==> src/mycpu_pkg.sv <==
`default_nettype none

package mycpu_pkg;

    localparam int XLEN   = 32;
    localparam int REG_AW = 5;

    // ------------------------------------------------------------------------
    // instruction field encodings
    // ------------------------------------------------------------------------

    // primary opcode, bits 31:26
    typedef enum logic [5:0] {
        OP_SPECIAL = 6'h00,
        OP_BEQ     = 6'h04,
        OP_BNE     = 6'h05,
        OP_ADDIU   = 6'h09,
        OP_ORI     = 6'h0d,
        OP_LUI     = 6'h0f,
        OP_LW      = 6'h23,
        OP_SW      = 6'h2b
    } opcode_e;

    // function field of SPECIAL, bits 5:0
    typedef enum logic [5:0] {
        FN_ADDU = 6'h21,
        FN_SUBU = 6'h23,
        FN_AND  = 6'h24,
        FN_OR   = 6'h25,
        FN_XOR  = 6'h26,
        FN_SLT  = 6'h2a
    } funct_e;

    typedef enum logic [2:0] {
        ALU_ADD,
        ALU_SUB,
        ALU_AND,
        ALU_OR,
        ALU_XOR,
        ALU_SLT,
        ALU_LUI
    } alu_op_e;

    // ------------------------------------------------------------------------
    // stage payloads
    // ------------------------------------------------------------------------

    typedef struct packed {
        logic [XLEN-1:0] pc;
        logic [XLEN-1:0] inst;
    } if_id_t;

    typedef struct packed {
        logic [XLEN-1:0]   pc;
        alu_op_e           alu_op;
        logic [XLEN-1:0]   src1;
        logic [XLEN-1:0]   src2;
        logic [XLEN-1:0]   st_data;
        logic              load;
        logic              store;
        logic              rf_we;
        logic [REG_AW-1:0] dest;
    } id_exe_t;

    typedef struct packed {
        logic [XLEN-1:0]   pc;
        logic [XLEN-1:0]   result;
        logic              load;
        logic              rf_we;
        logic [REG_AW-1:0] dest;
    } exe_mem_t;

    typedef struct packed {
        logic [XLEN-1:0]   pc;
        logic [XLEN-1:0]   wdata;
        logic              rf_we;
        logic [REG_AW-1:0] dest;
    } mem_wb_t;

    // register file write, also shown on the debug port
    typedef struct packed {
        logic              we;
        logic [REG_AW-1:0] num;
        logic [XLEN-1:0]   data;
    } rf_write_t;

    // pending register write of a later stage, seen by the interlock
    typedef struct packed {
        logic              we;
        logic [REG_AW-1:0] num;
    } dest_t;

endpackage

`default_nettype wire

==> src/exe_stage.sv <==
`default_nettype none

module exe_stage (
    input  logic                       clk,
    input  logic                       rst,
    input  logic                       id_valid,
    input  mycpu_pkg::id_exe_t         id_exe,
    input  logic                       mem_allowin,
    output logic                       exe_allowin,
    output logic                       exe_valid,
    output mycpu_pkg::exe_mem_t        exe_mem,
    output mycpu_pkg::dest_t           exe_dest,
    output logic                       data_sram_en,
    output logic [3:0]                 data_sram_wen,
    output logic [mycpu_pkg::XLEN-1:0] data_sram_addr,
    output logic [mycpu_pkg::XLEN-1:0] data_sram_wdata
);

    mycpu_pkg::id_exe_t         id_exe_r;
    logic [mycpu_pkg::XLEN-1:0] result;

    // single-cycle stage, always ready to go
    assign exe_allowin = !exe_valid || mem_allowin;

    always_ff @(posedge clk) begin
        if (rst) begin
            exe_valid <= 1'b0;
        end else if (exe_allowin) begin
            exe_valid <= id_valid;
        end
    end

    always_ff @(posedge clk) begin
        if (id_valid && exe_allowin) begin
            id_exe_r <= id_exe;
        end
    end

    // alu
    always_comb begin
        case (id_exe_r.alu_op)
            mycpu_pkg::ALU_ADD: result = id_exe_r.src1 + id_exe_r.src2;
            mycpu_pkg::ALU_SUB: result = id_exe_r.src1 - id_exe_r.src2;
            mycpu_pkg::ALU_AND: result = id_exe_r.src1 & id_exe_r.src2;
            mycpu_pkg::ALU_OR:  result = id_exe_r.src1 | id_exe_r.src2;
            mycpu_pkg::ALU_XOR: result = id_exe_r.src1 ^ id_exe_r.src2;
            mycpu_pkg::ALU_SLT: begin
                result    = '0;
                result[0] = $signed(id_exe_r.src1) < $signed(id_exe_r.src2);
            end
            mycpu_pkg::ALU_LUI: result = {id_exe_r.src2[15:0], 16'h0};
            default:            result = '0;
        endcase
    end

    // request goes out as the item leaves, data is back in mem_stage
    assign data_sram_en    = exe_valid && mem_allowin && (id_exe_r.load || id_exe_r.store);
    assign data_sram_wen   = (exe_valid && mem_allowin && id_exe_r.store) ? 4'hf : 4'h0;
    assign data_sram_addr  = result;
    assign data_sram_wdata = id_exe_r.st_data;

    assign exe_mem = '{
        pc:     id_exe_r.pc,
        result: result,
        load:   id_exe_r.load,
        rf_we:  id_exe_r.rf_we,
        dest:   id_exe_r.dest
    };

    assign exe_dest = '{we: exe_valid && id_exe_r.rf_we, num: id_exe_r.dest};

endmodule

`default_nettype wire

==> src/id_stage.sv <==
`default_nettype none

module id_stage (
    input  logic                         clk,
    input  logic                         rst,
    input  logic                         if_valid,
    input  mycpu_pkg::if_id_t            if_id,
    input  logic                         exe_allowin,
    input  mycpu_pkg::dest_t             exe_dest,
    input  mycpu_pkg::dest_t             mem_dest,
    input  mycpu_pkg::dest_t             wb_dest,
    input  logic [mycpu_pkg::XLEN-1:0]   rdata1,
    input  logic [mycpu_pkg::XLEN-1:0]   rdata2,
    output logic                         id_allowin,
    output logic                         id_valid,
    output mycpu_pkg::id_exe_t           id_exe,
    output logic [mycpu_pkg::REG_AW-1:0] raddr1,
    output logic [mycpu_pkg::REG_AW-1:0] raddr2,
    output logic                         br_taken,
    output logic [mycpu_pkg::XLEN-1:0]   br_target
);

    logic               valid;
    logic               ready_go;
    mycpu_pkg::if_id_t  if_id_r;

    mycpu_pkg::opcode_e opcode;
    mycpu_pkg::funct_e  funct;
    logic [4:0]         rs;
    logic [4:0]         rt;
    logic [4:0]         rd;
    logic [15:0]        imm;
    logic [31:0]        sext_imm;

    mycpu_pkg::alu_op_e alu_op;
    logic               use_imm;
    logic               zero_ext;
    logic               rf_we;
    logic               dest_rt;
    logic               load;
    logic               store;
    logic               is_beq;
    logic               is_bne;
    logic               use_rs;
    logic               use_rt;
    logic               hazard;
    logic [4:0]         dest;

    // ------------------------------------------------------------------------
    // handshake
    // ------------------------------------------------------------------------

    assign ready_go   = !hazard;
    assign id_allowin = !valid || (ready_go && exe_allowin);
    assign id_valid   = valid && ready_go;

    always_ff @(posedge clk) begin
        if (rst) begin
            valid <= 1'b0;
        end else if (id_allowin) begin
            valid <= if_valid;
        end
    end

    always_ff @(posedge clk) begin
        if (if_valid && id_allowin) begin
            if_id_r <= if_id;
        end
    end

    // ------------------------------------------------------------------------
    // decode
    // ------------------------------------------------------------------------

    assign opcode   = mycpu_pkg::opcode_e'(if_id_r.inst[31:26]);
    assign funct    = mycpu_pkg::funct_e'(if_id_r.inst[5:0]);
    assign rs       = if_id_r.inst[25:21];
    assign rt       = if_id_r.inst[20:16];
    assign rd       = if_id_r.inst[15:11];
    assign imm      = if_id_r.inst[15:0];
    assign sext_imm = {{16{imm[15]}}, imm};

    // anything not listed falls out as a no-op
    always_comb begin
        alu_op   = mycpu_pkg::ALU_ADD;
        use_imm  = 1'b1;
        zero_ext = 1'b0;
        rf_we    = 1'b0;
        dest_rt  = 1'b1;
        load     = 1'b0;
        store    = 1'b0;
        is_beq   = 1'b0;
        is_bne   = 1'b0;
        use_rs   = 1'b1;
        use_rt   = 1'b0;
        case (opcode)
            mycpu_pkg::OP_SPECIAL: begin
                use_imm = 1'b0;
                dest_rt = 1'b0;
                use_rt  = 1'b1;
                rf_we   = 1'b1;
                case (funct)
                    mycpu_pkg::FN_ADDU: alu_op = mycpu_pkg::ALU_ADD;
                    mycpu_pkg::FN_SUBU: alu_op = mycpu_pkg::ALU_SUB;
                    mycpu_pkg::FN_AND:  alu_op = mycpu_pkg::ALU_AND;
                    mycpu_pkg::FN_OR:   alu_op = mycpu_pkg::ALU_OR;
                    mycpu_pkg::FN_XOR:  alu_op = mycpu_pkg::ALU_XOR;
                    mycpu_pkg::FN_SLT:  alu_op = mycpu_pkg::ALU_SLT;
                    default: begin
                        rf_we  = 1'b0;
                        use_rs = 1'b0;
                        use_rt = 1'b0;
                    end
                endcase
            end
            mycpu_pkg::OP_ADDIU: rf_we = 1'b1;
            mycpu_pkg::OP_ORI: begin
                alu_op   = mycpu_pkg::ALU_OR;
                zero_ext = 1'b1;
                rf_we    = 1'b1;
            end
            mycpu_pkg::OP_LUI: begin
                alu_op = mycpu_pkg::ALU_LUI;
                rf_we  = 1'b1;
                use_rs = 1'b0;
            end
            mycpu_pkg::OP_LW: begin
                load  = 1'b1;
                rf_we = 1'b1;
            end
            mycpu_pkg::OP_SW: begin
                store  = 1'b1;
                use_rt = 1'b1;
            end
            mycpu_pkg::OP_BEQ: begin
                is_beq = 1'b1;
                use_rt = 1'b1;
            end
            mycpu_pkg::OP_BNE: begin
                is_bne = 1'b1;
                use_rt = 1'b1;
            end
            default: use_rs = 1'b0;
        endcase
    end

    assign dest   = dest_rt ? rt : rd;
    assign raddr1 = rs;
    assign raddr2 = rt;

    // ------------------------------------------------------------------------
    // interlock, no forwarding
    // ------------------------------------------------------------------------

    function automatic logic pending(input logic [4:0] r, input mycpu_pkg::dest_t e,
                                     input mycpu_pkg::dest_t m, input mycpu_pkg::dest_t w);
        return (r != 5'd0) && ((e.we && e.num == r) || (m.we && m.num == r) ||
                               (w.we && w.num == r));
    endfunction

    assign hazard = (use_rs && pending(rs, exe_dest, mem_dest, wb_dest)) ||
                    (use_rt && pending(rt, exe_dest, mem_dest, wb_dest));

    // branch resolved here, target relative to the delay slot
    assign br_target = if_id_r.pc + 32'd4 + {sext_imm[29:0], 2'b00};
    assign br_taken  = valid && ready_go &&
                       ((is_beq && rdata1 == rdata2) || (is_bne && rdata1 != rdata2));

    // writes to $0 are dropped here so nothing retires with dest 0
    assign id_exe = '{
        pc:      if_id_r.pc,
        alu_op:  alu_op,
        src1:    rdata1,
        src2:    use_imm ? (zero_ext ? {16'h0, imm} : sext_imm) : rdata2,
        st_data: rdata2,
        load:    load,
        store:   store,
        rf_we:   rf_we && (dest != 5'd0),
        dest:    dest
    };

endmodule

`default_nettype wire

==> src/if_stage.sv <==
`default_nettype none

module if_stage #(
    parameter logic [mycpu_pkg::XLEN-1:0] RESET_PC = 32'hbfc0_0000
) (
    input  logic                       clk,
    input  logic                       rst,
    input  logic                       id_allowin,
    input  logic                       br_taken,
    input  logic [mycpu_pkg::XLEN-1:0] br_target,
    input  logic [mycpu_pkg::XLEN-1:0] inst_sram_rdata,
    output logic                       if_valid,
    output mycpu_pkg::if_id_t          if_id,
    output logic                       inst_sram_en,
    output logic [mycpu_pkg::XLEN-1:0] inst_sram_addr
);

    // pc of the word currently returned by the instruction SRAM
    logic [mycpu_pkg::XLEN-1:0] fetch_pc;

    // a new fetch is issued whenever decode takes the current item
    assign inst_sram_en   = id_allowin;
    assign inst_sram_addr = br_taken ? br_target : fetch_pc + 32'd4;

    // starts one word below the reset vector so the first request hits it
    always_ff @(posedge clk) begin
        if (rst) begin
            fetch_pc <= RESET_PC - 32'd4;
            if_valid <= 1'b0;
        end else if (inst_sram_en) begin
            fetch_pc <= inst_sram_addr;
            if_valid <= 1'b1;
        end
    end

    // SRAM holds rdata while en is low, so a stalled item stays intact
    assign if_id = '{pc: fetch_pc, inst: inst_sram_rdata};

endmodule

`default_nettype wire

==> src/mem_stage.sv <==
`default_nettype none

module mem_stage (
    input  logic                       clk,
    input  logic                       rst,
    input  logic                       exe_valid,
    input  mycpu_pkg::exe_mem_t        exe_mem,
    input  logic                       wb_allowin,
    input  logic [mycpu_pkg::XLEN-1:0] data_sram_rdata,
    output logic                       mem_allowin,
    output logic                       mem_valid,
    output mycpu_pkg::mem_wb_t         mem_wb,
    output mycpu_pkg::dest_t           mem_dest
);

    mycpu_pkg::exe_mem_t exe_mem_r;

    assign mem_allowin = !mem_valid || wb_allowin;

    always_ff @(posedge clk) begin
        if (rst) begin
            mem_valid <= 1'b0;
        end else if (mem_allowin) begin
            mem_valid <= exe_valid;
        end
    end

    always_ff @(posedge clk) begin
        if (exe_valid && mem_allowin) begin
            exe_mem_r <= exe_mem;
        end
    end

    // load word arrives from the SRAM in this cycle
    assign mem_wb = '{
        pc:    exe_mem_r.pc,
        wdata: exe_mem_r.load ? data_sram_rdata : exe_mem_r.result,
        rf_we: exe_mem_r.rf_we,
        dest:  exe_mem_r.dest
    };

    assign mem_dest = '{we: mem_valid && exe_mem_r.rf_we, num: exe_mem_r.dest};

endmodule

`default_nettype wire

==> src/mycpu_top.sv <==
`default_nettype none

module mycpu_top #(
    parameter logic [mycpu_pkg::XLEN-1:0] RESET_PC = 32'hbfc0_0000
) (
    input  logic        clk,
    input  logic        rst,
    // instruction SRAM
    output logic        inst_sram_en,
    output logic [3:0]  inst_sram_wen,
    output logic [31:0] inst_sram_addr,
    output logic [31:0] inst_sram_wdata,
    input  logic [31:0] inst_sram_rdata,
    // data SRAM
    output logic        data_sram_en,
    output logic [3:0]  data_sram_wen,
    output logic [31:0] data_sram_addr,
    output logic [31:0] data_sram_wdata,
    input  logic [31:0] data_sram_rdata,
    // retired register writes
    output logic [31:0] debug_wb_pc,
    output logic [3:0]  debug_wb_rf_wen,
    output logic [4:0]  debug_wb_rf_wnum,
    output logic [31:0] debug_wb_rf_wdata
);

    logic                         if_valid;
    logic                         id_valid;
    logic                         exe_valid;
    logic                         mem_valid;
    logic                         id_allowin;
    logic                         exe_allowin;
    logic                         mem_allowin;
    logic                         wb_allowin;
    logic                         br_taken;
    logic [31:0]                  br_target;
    logic [4:0]                   raddr1;
    logic [4:0]                   raddr2;
    logic [31:0]                  rdata1;
    logic [31:0]                  rdata2;
    mycpu_pkg::if_id_t            if_id;
    mycpu_pkg::id_exe_t           id_exe;
    mycpu_pkg::exe_mem_t          exe_mem;
    mycpu_pkg::mem_wb_t           mem_wb;
    mycpu_pkg::rf_write_t         rf_wr;
    mycpu_pkg::dest_t             exe_dest;
    mycpu_pkg::dest_t             mem_dest;
    mycpu_pkg::dest_t             wb_dest;

    // instruction memory is read only
    assign inst_sram_wen   = 4'h0;
    assign inst_sram_wdata = 32'h0;

    if_stage #(
        .RESET_PC (RESET_PC)
    ) u_if_stage (
        .clk             (clk),
        .rst             (rst),
        .id_allowin      (id_allowin),
        .br_taken        (br_taken),
        .br_target       (br_target),
        .inst_sram_rdata (inst_sram_rdata),
        .if_valid        (if_valid),
        .if_id           (if_id),
        .inst_sram_en    (inst_sram_en),
        .inst_sram_addr  (inst_sram_addr)
    );

    id_stage u_id_stage (
        .clk         (clk),
        .rst         (rst),
        .if_valid    (if_valid),
        .if_id       (if_id),
        .exe_allowin (exe_allowin),
        .exe_dest    (exe_dest),
        .mem_dest    (mem_dest),
        .wb_dest     (wb_dest),
        .rdata1      (rdata1),
        .rdata2      (rdata2),
        .id_allowin  (id_allowin),
        .id_valid    (id_valid),
        .id_exe      (id_exe),
        .raddr1      (raddr1),
        .raddr2      (raddr2),
        .br_taken    (br_taken),
        .br_target   (br_target)
    );

    regfile u_regfile (
        .clk    (clk),
        .raddr1 (raddr1),
        .raddr2 (raddr2),
        .wr     (rf_wr),
        .rdata1 (rdata1),
        .rdata2 (rdata2)
    );

    exe_stage u_exe_stage (
        .clk             (clk),
        .rst             (rst),
        .id_valid        (id_valid),
        .id_exe          (id_exe),
        .mem_allowin     (mem_allowin),
        .exe_allowin     (exe_allowin),
        .exe_valid       (exe_valid),
        .exe_mem         (exe_mem),
        .exe_dest        (exe_dest),
        .data_sram_en    (data_sram_en),
        .data_sram_wen   (data_sram_wen),
        .data_sram_addr  (data_sram_addr),
        .data_sram_wdata (data_sram_wdata)
    );

    mem_stage u_mem_stage (
        .clk             (clk),
        .rst             (rst),
        .exe_valid       (exe_valid),
        .exe_mem         (exe_mem),
        .wb_allowin      (wb_allowin),
        .data_sram_rdata (data_sram_rdata),
        .mem_allowin     (mem_allowin),
        .mem_valid       (mem_valid),
        .mem_wb          (mem_wb),
        .mem_dest        (mem_dest)
    );

    wb_stage u_wb_stage (
        .clk               (clk),
        .rst               (rst),
        .mem_valid         (mem_valid),
        .mem_wb            (mem_wb),
        .wb_allowin        (wb_allowin),
        .rf_wr             (rf_wr),
        .wb_dest           (wb_dest),
        .debug_wb_pc       (debug_wb_pc),
        .debug_wb_rf_wen   (debug_wb_rf_wen),
        .debug_wb_rf_wnum  (debug_wb_rf_wnum),
        .debug_wb_rf_wdata (debug_wb_rf_wdata)
    );

endmodule

`default_nettype wire

==> src/regfile.sv <==
`default_nettype none

module regfile (
    input  logic                         clk,
    input  logic [mycpu_pkg::REG_AW-1:0] raddr1,
    input  logic [mycpu_pkg::REG_AW-1:0] raddr2,
    input  mycpu_pkg::rf_write_t         wr,
    output logic [mycpu_pkg::XLEN-1:0]   rdata1,
    output logic [mycpu_pkg::XLEN-1:0]   rdata2
);

    // $0 has no storage
    logic [mycpu_pkg::XLEN-1:0] regs [1:31];

    always_ff @(posedge clk) begin
        if (wr.we && wr.num != '0) begin
            regs[wr.num] <= wr.data;
        end
    end

    // combinational read, no write-through
    assign rdata1 = (raddr1 == '0) ? '0 : regs[raddr1];
    assign rdata2 = (raddr2 == '0) ? '0 : regs[raddr2];

endmodule

`default_nettype wire

==> src/wb_stage.sv <==
`default_nettype none

module wb_stage (
    input  logic                         clk,
    input  logic                         rst,
    input  logic                         mem_valid,
    input  mycpu_pkg::mem_wb_t           mem_wb,
    output logic                         wb_allowin,
    output mycpu_pkg::rf_write_t         rf_wr,
    output mycpu_pkg::dest_t             wb_dest,
    output logic [mycpu_pkg::XLEN-1:0]   debug_wb_pc,
    output logic [3:0]                   debug_wb_rf_wen,
    output logic [mycpu_pkg::REG_AW-1:0] debug_wb_rf_wnum,
    output logic [mycpu_pkg::XLEN-1:0]   debug_wb_rf_wdata
);

    logic               wb_valid;
    mycpu_pkg::mem_wb_t mem_wb_r;

    // last stage, retires every cycle
    assign wb_allowin = 1'b1;

    always_ff @(posedge clk) begin
        if (rst) begin
            wb_valid <= 1'b0;
        end else begin
            wb_valid <= mem_valid;
        end
    end

    always_ff @(posedge clk) begin
        if (mem_valid) begin
            mem_wb_r <= mem_wb;
        end
    end

    assign rf_wr   = '{we: wb_valid && mem_wb_r.rf_we, num: mem_wb_r.dest, data: mem_wb_r.wdata};
    assign wb_dest = '{we: rf_wr.we, num: mem_wb_r.dest};

    // debug port, write enable widened to byte lanes
    assign debug_wb_pc       = mem_wb_r.pc;
    assign debug_wb_rf_wen   = {4{rf_wr.we}};
    assign debug_wb_rf_wnum  = rf_wr.num;
    assign debug_wb_rf_wdata = rf_wr.data;

endmodule

`default_nettype wire
==> config.mk <==
export PLATFORM = sky130hd
export DESIGN_NAME = mycpu_top
export DESIGN_NICKNAME = d
export VERILOG_FILES = /design/src/mycpu_pkg.sv /design/src/exe_stage.sv /design/src/id_stage.sv /design/src/if_stage.sv /design/src/mem_stage.sv /design/src/mycpu_top.sv /design/src/regfile.sv /design/src/wb_stage.sv
export SDC_FILE = /design/constraint.sdc
export NUM_CORES = 2
export LEC_CHECK = 0
export BUFFER_PORTS_ARGS = -buffer_cell sky130_fd_sc_hd__buf_2
export CAP_MARGIN = 25
export CORE_ASPECT_RATIO = 1.1
export CORE_UTILIZATION = 35
export DETAILED_ROUTE_END_ITERATION = 8
export MAX_ROUTING_LAYER = met4
export PLACE_DENSITY = 0.53
export SYNTH_ARGS = -nofsm -noshare
export SYNTH_HDL_FRONTEND = slang
export SYNTH_SLANG_ARGS = --single-unit
==> constraint.sdc <==
create_clock -name clk -period 12.5 [get_ports clk]
set_input_delay 1.875 -clock clk [delete_from_list [all_inputs] [get_ports clk]]
set_output_delay 1.875 -clock clk [all_outputs]
set_load 0.02 [all_outputs]
Word-level counts from Yosys, hierarchy flattened

Memory sizes are Yosys's and may differ from the RTL's. A register that Yosys moved wholly into a read port is not among the register bits.
Index checks and enable logic that the tools add are counted.
W data, S select, Z words.

Bitwise logic cells: 3
Eq/ne operators: 27
$add $sub $neg: 5
Reduce and logical (&&, ||, !) cells: 44
Muxes and demuxes: 24
$lt $le $gt $ge: 1

Operators with widths:

| operator                | number |
|---|---|
| $pmux W32 S7            | 1 |
| $mux W32                | 6 |
| $add A32 B3 Y32 const B | 2 |
| $add A32 B32 Y32        | 2 |
| $eq A6 B6 Y1 const B    | 8 |
| $and A32 B32 Y32        | 1 |
| $eq A32 B32 Y1          | 1 |
| $lt A32 B32 Y1          | 1 |
| $ne A32 B32 Y1          | 1 |
| $or A32 B32 Y32         | 1 |
| $sub A32 B32 Y32        | 1 |
| $xor A32 B32 Y32        | 1 |
| $eq A5 B5 Y1            | 6 |
| $logic_and A1 B1 Y1     | 22 |
| $reduce_bool A5 Y1      | 4 |
| $eq A6 B4 Y1 const B    | 3 |
| $mux W5                 | 3 |
| $pmux W3 S5             | 1 |
| $eq A6 B3 Y1 const B    | 2 |
| $reduce_or A6 Y1        | 2 |
| $logic_not A5 Y1        | 2 |
| $eq A3 B3 Y1 const B    | 3 |
| $pmux W3 S3             | 1 |
| $logic_or A1 B1 Y1      | 8 |
| 10 further kinds        | 21 |

Memory bits (writable): 992
Word-level logic and storage cells: 131
Memories: 1
Input port bits: 66
Register bits: 381

Memory list:

| name           | depth | bits a word | read ports | clocked after Yosys merged registers in | wr ports | RTL line      | text |
|---|---|---|---|---|---|---|---|
| u_regfile.regs | 31    | 32          | 2          | 2                                       | 1        | regfile.sv:13 | `logic [mycpu_pkg::XLEN-1:0] regs [1:31];` |

Longest topological paths before layout

Depth after elaboration: 11
Gate-level depth with buffers: 20
Mapped depth without buffers: 17

By module

From an unflattened synthesis, not the netlist that was laid out.

Cell total of the unflattened synthesis: 5,079
Area, all modules: 72,194.2 sq um

Modules (own cells, without submodules):

| module    | instances | area an instance (sq um) | cells an instance | seq. area each (sq um) |
|---|---|---|---|---|
| regfile   | 1         | 46,489.6                 | 2,593             | 29,788.6 |
| exe_stage | 1         | 10,551.4                 | 1,090             | 4,194.0 |
| id_stage  | 1         | 5,987.0                  | 642               | 1,941.9 |
| mem_stage | 1         | 3,046.7                  | 156               | 2,152.1 |
| wb_stage  | 1         | 3,024.2                  | 191               | 2,122.0 |
| if_stage  | 1         | 2,821.5                  | 370               | 660.6 |
| mycpu_top | 1         | 274.0                    | 37                | 0.0 |

Least setup slack after synthesis

OpenSTA, ideal clock, no wires.

Kind: register -> output
Start: register u_exe_stage.exe_valid
End: output inst_sram_addr[10]
Slack: 3,653 ps
Cell stages (with the launch flop): 14
Data arrival time: 6,972 ps
Path buffers: 2
Required time: 10,625 ps
Cells stage by stage: dfxtp_1 > nand2_1 > a221oi_1 > or4b_2 > nand3_1 > a21o_1 > a21oi_1 > and2_1 > nand3_1 > mux2i_2 > buf_2 > buf_2 > nor2_1 > a21oi_1

Longest elaborated chain between the ends: 11
Elaborated cells on any way between the ends: 16
Those cells by class: mux (1); reduce/logical (15)

RTL lines:

| what                                   | RTL line                         | text |
|---|---|---|
| start: declaration                     | exe_stage.sv:10                  | `output logic exe_valid,` |
| start signal: assignment               | exe_stage.sv:29                  | `exe_valid <= id_valid;` |
| $logic_and A1 B1 Y1 *                  | exe_stage.sv:70                  | `assign exe_dest = '{we: exe_valid && id_exe_r.rf_we, num: id_exe_r.dest};` |
| $logic_and A1 B1 Y1                    | id_stage.sv:157                  | `return (r != 5'd0) && ((e.we && e.num == r) \|\| (m.we && m.num == r) \|\|` |
| $logic_or A1 B1 Y1 (2 in a row)        | id_stage.sv:157                  |  |
| $logic_and A1 B1 Y1                    | id_stage.sv:157                  |  |
| $logic_and A1 B1 Y1 (on tied branches) | id_stage.sv:161, id_stage.sv:162 |  |
| $logic_or A1 B1 Y1 *                   | id_stage.sv:161                  | `assign hazard = (use_rs && pending(rs, exe_dest, mem_dest, wb_dest)) \|\|` |
| $logic_not A1 Y1 *                     | id_stage.sv:53                   | `assign ready_go = !hazard;` |
| $logic_and A1 B1 Y1 *                  | --                               |  |
| net id_valid                           | mycpu_top.sv:28                  | `logic id_valid;` |
| $logic_and A1 B1 Y1 *                  | id_stage.sv:166                  | `assign br_taken = valid && ready_go &&` |
| $mux W32 *                             | if_stage.sv:23                   | `assign inst_sram_addr = br_taken ? br_target : fetch_pc + 32'd4;` |
| end: declaration                       | mycpu_top.sv:11                  | `output logic [31:0] inst_sram_addr,` |

The timed path passes the listed nets; every way through them passes the cells marked *.

==> impl.org <==
** Status
- Run status :: completed

** Drt
- Overall routed net length :: 242000 um
- Dividing the detail-routed wire length by the instance count gives 30.8 um.
- The first detailed-routing pass took 5 iterations.
- For this run, design rule violations remaining after detail routing come to 0.
- Antenna violation net count after detailed routing :: 0
- Using the TritonRoute via totals, the vias-per-cell ratio works out to 5.86.
- DRC marker count from the first detailed-route iteration :: 5088
- Summing over every cut layer, the via total after detailed routing is 46.0k.

** Clock tree
- After clock tree synthesis, the clock-pin slew on the worst setup and hold paths is 60 ps.
- Number of buffers inserted during clock tree synthesis :: 155
- The H-tree was split into 4 levels.
- CTS placed an instance of clkbuf_16 at the clock tree root.
- Number of buffers added to fix hold violations after cts :: 0
- Cts repair resizes :: 0
- Maximum root-to-sink buffer count :: 3
- Number of post-CTS setup repair buffers :: 0
- CTS tree :: done
- For this design, the sink count on the clock tree is 1383.
- Clock network latency to the later pin of the worst-skew pair :: 840 ps

** Worst setup path
- The critical path goes through buf_4, and2_4, buf_4, buf_4, a22oi_1, and3_1, a31oi_1, a31oi_1, nor4_1, nand4_1, nor4_2, buf_4, mux2i_4, buf_4, mux2_2, buf_2.
- Worst setup path category :: flip-flop to output pin
- Crit path largest cell delay :: 880 ps
- Worst r2r dst :: u_if_stage.fetch_pc[7]
- The worst register-to-register path has a setup slack of 5130 ps.
- The largest individual stage delay along the critical path comes from the cell dfxtp_4.
- Counting stages on the worst path, the most repeated cell is buf_4.
- STA classifies the critical path startpoint as a flip-flop.
- STA classifies the critical path endpoint as an output pin.
- R2R depth :: 17
- At the worst endpoint, the arrival time is 7840 ps.
- Data on the critical path is required at its endpoint by 10620 ps.
- Top fanout value on the critical path :: 85

** Hold path
- Worst hold endpoint :: u_mem_stage.mem_wb[69]
- In this run the worst hold path is classified as flip-flop to flip-flop.
- Start point of the worst hold path :: u_exe_stage.exe_mem[70]
- Along the worst hold path, the cell count comes to 0.

** GRT
- Number of global-route vias before repair :: 45.6k
- Antenna violations before repair :: 11
- The first global-routing pass estimated 339000 um of wire.
- Entering global routing, the biggest net connects 117 pins.
- The total overflow left after global routing is 0.
- Global router's overall resource usage :: 24.2%

** Floorplan
- I/O pins :: 277
- The die covers 201000 um2.
- The floorplan step defined a core boundary enclosing 198000 um2.
- Width of the chip :: 428 um
- Die outline height :: 470 um
- Initial standard-cell utilization of the core :: 35.3%
- After floorplanning, the core was divided into 171 placement rows.

** Yosys
- For this run, the leading register cell type out of synthesis is edfxtp_1.
- The Yosys step of the flow raised 0 warnings.
- Number of enable flip-flop cells after synthesis :: 1336
- Of the total synthesized cell area, the portion taken by full adders, half adders and majority gates is 3.13%.
- Synth Area per Inst :: 13.9 um2
- Proportion of synthesized chip area in sequential cells :: 58.8%
- Cell taking the most area after synthesis :: edfxtp_1
- Summed over its instances, the top area cell type makes up 57.5% of the synthesized netlist area.
- In the synthesized netlist, mux cells make up 16.6% of the area.
- Post-synthesis simple-gate area fraction :: 6.03%
- Yosys cell types :: 82
- After synthesis the cells add up to 69800 um2.
- Fraction of registers with async set or reset after synthesis :: 0%
- Synthesized-area fraction occupied by xor and xnor cells :: 1.58%
- In this run, synthesis produced a sequential element count of 1383.
- Leading post-synthesis cells by cell area :: edfxtp_1, mux2i_1, mux4_2, ha_1, a22oi_1
- Dominant combinational cell family by area after synthesis :: multiplexers
- The synthesized netlist devotes 9.18% of its cell area to compound gates.
- After technology mapping, the gate count stands at 5036.

** Power and ir drop
- Lkg Pwr :: 27.6 nW
- IR analysis of the VDD net gives a maximum drop of 101 uV.
- Power per unit of standard cell area :: 147 nW/um2
- The design draws 11.5 mW.

** Place
- Detailed placement finished with a half-perimeter wire length of 153000 um.
- PortBufs :: 240
- Routability-driven placement finished with a final weighted congestion of 0.919.
- Number of cells after detailed placement :: 7560

** Timing
- Derived from the worst setup path, the maximum achievable clock frequency is 0.103 GHz.
- Max Clock Skew :: 50.0 ps
- Number of slew-limit violations in the final report :: 0
- Worst-margin pin slew :: 1240 ps
- Dividing the final minimum period by the clock period gives 77.7%.
- Sum of negative setup slack :: 0 ps
- Worst hold margin :: 414 ps
- Max_slew headroom :: 17.3%
- Setup violations remaining at the end of the flow were counted as 0.
- Setup repair after global routing left no endpoint under its margin.
- Final hold violation count :: 0
- For the finished layout, the period the worst path requires is 9710 ps.

** Layout
- For this run, the number of standard cells in the final layout without fillers is 7856.
- Relative to the synthesized area, the layout overhead comes to 12.4%.
- Fill cells in the final layout number 18.4k.
- Cells fill 39.7% of the core in the end.
- For this run, the post-layout net count is 5368.
- Share of layout cells above drive strength 1 :: 17.9%

** Run
- Maximum Capacitance Violations :: 0
==> layout by cell type, fill, tap and decap left out, drive strengths merged, types with 78 or more instances in the layout <==
| master | n |
|---|---|
| nand3 | 117 |
| mux2 | 78 |
| o21ai | 141 |
| a211oi | 85 |
| buf | 391 |
| mux4 | 188 |
| ha | 170 |
| a21oi | 136 |
| nor2 | 242 |
| nand2 | 238 |
| mux2i | 645 |
| inv | 136 |
| a22oi | 213 |
| edfxtp | 1336 |
| clkbuf | 209 |
| o22ai | 82 |
==> cell usage after synthesis, types with 22 or more instances <==
master,number
a211oi_1,85
a21o_1,27
a21oi_1,136
a22oi_1,213
a31oi_1,41
and3_1,45
buf_1,44
buf_2,88
buf_4,193
clkbuf_1,153
dfxtp_1,47
edfxtp_1,1336
ha_1,170
inv_1,130
mux2_2,69
mux2i_1,644
mux4_2,188
nand2_1,238
nand2b_1,31
nand3_1,117
nand4_1,45
nor2_1,241
nor2b_1,22
nor3_1,36
nor4_1,24
o211ai_1,47
o21ai_0,140
o22ai_1,82
xnor2_1,66
xor2_1,60
==> kinds of logic after synthesis <==
| family | count (synthesis) |
|---|---|
| buffers and inverters | 622 |
| AND/OR/NAND/NOR | 881 |
| adder cells (fa/ha/maj) | 173 |
| AO/OA/AOI/OAI | 939 |
| multiplexers | 911 |
| flip-flops | 1383 |
| XOR/XNOR | 126 |
| other | 1 |
==> flip-flops by register name, indices dropped and copies added (netlist names), 16 cells and up, named ones only <==
register and flops:
u_wb_stage.debug_wb_pc 32, u_exe_stage.id_exe_r 68, u_mem_stage.exe_mem_r 33, u_exe_stage.exe_mem 34, u_regfile.regs 992, u_exe_stage.data_sram_wdata 32
u_mem_stage.mem_wb 33, u_id_stage.id_exe 32, u_wb_stage.debug_wb_rf_wdata 32, u_id_stage.if_id_r 16, u_if_stage.fetch_pc 32
==> stage by stage <==
step	setup slack, ps	cell area (um2)
after floorplan	3650	69900
after global placement	3290	73100
after detailed placement	3620	73200
after CTS	2740	78300
after global routing	2570	78500
final	2790	78500
==> layer usage <==
metal	GRT usage, %	share of wire (%)	routed length [um]
met1	32.0	42	103000
met2	38.0	47	114000
met3	3.37	7.1	17100
met4	8.40	3.6	8740
met5	-	0	0
==> worst max-delay path by stage <==
stage	to	slack, ps	cells after the start
floorplan	inst_sram_addr[10]	3650	13
global placement	inst_sram_addr[3]	3290	16
detailed placement	inst_sram_addr[8]	3620	17
CTS	inst_sram_addr[8]	2740	17
global route	inst_sram_addr[8]	2570	17
finish	inst_sram_addr[1]	2790	16
==> area by class of cell <==
type / count / area, um2 / share of cell area (%)
sequential: 1383 / 41100 / 52.4
timing repair buffer: 391 / 2580 / 3.29
inverter: 132 / 497 / 0.633
clock inverter: 74 / 880 / 1.12
multi-input combinational: 3066 / 26000 / 33.1
tap: 2595 / 3250 / 4.14
clock buffer: 209 / 4170 / 5.32
antenna: 6 / 15.0 / 0.0191
==> power breakdown <==
group	switching (mW)	internal, mW	leakage, nW
sequential	0.133	5.14	12.4
combinational	1.10	0.616	12.7
clock	1.98	2.57	2.44
total	3.21	8.33	27.6
==> worst max-delay path, delay by kind of cell (launching register included) <==
kind	cells	cell delay, ps
buf+inv	6	2670
mux	2	670
compound gates	3	670
flops	1	880
simple gates	5	1940
Note: power is estimated with default switching activity, not from simulation.
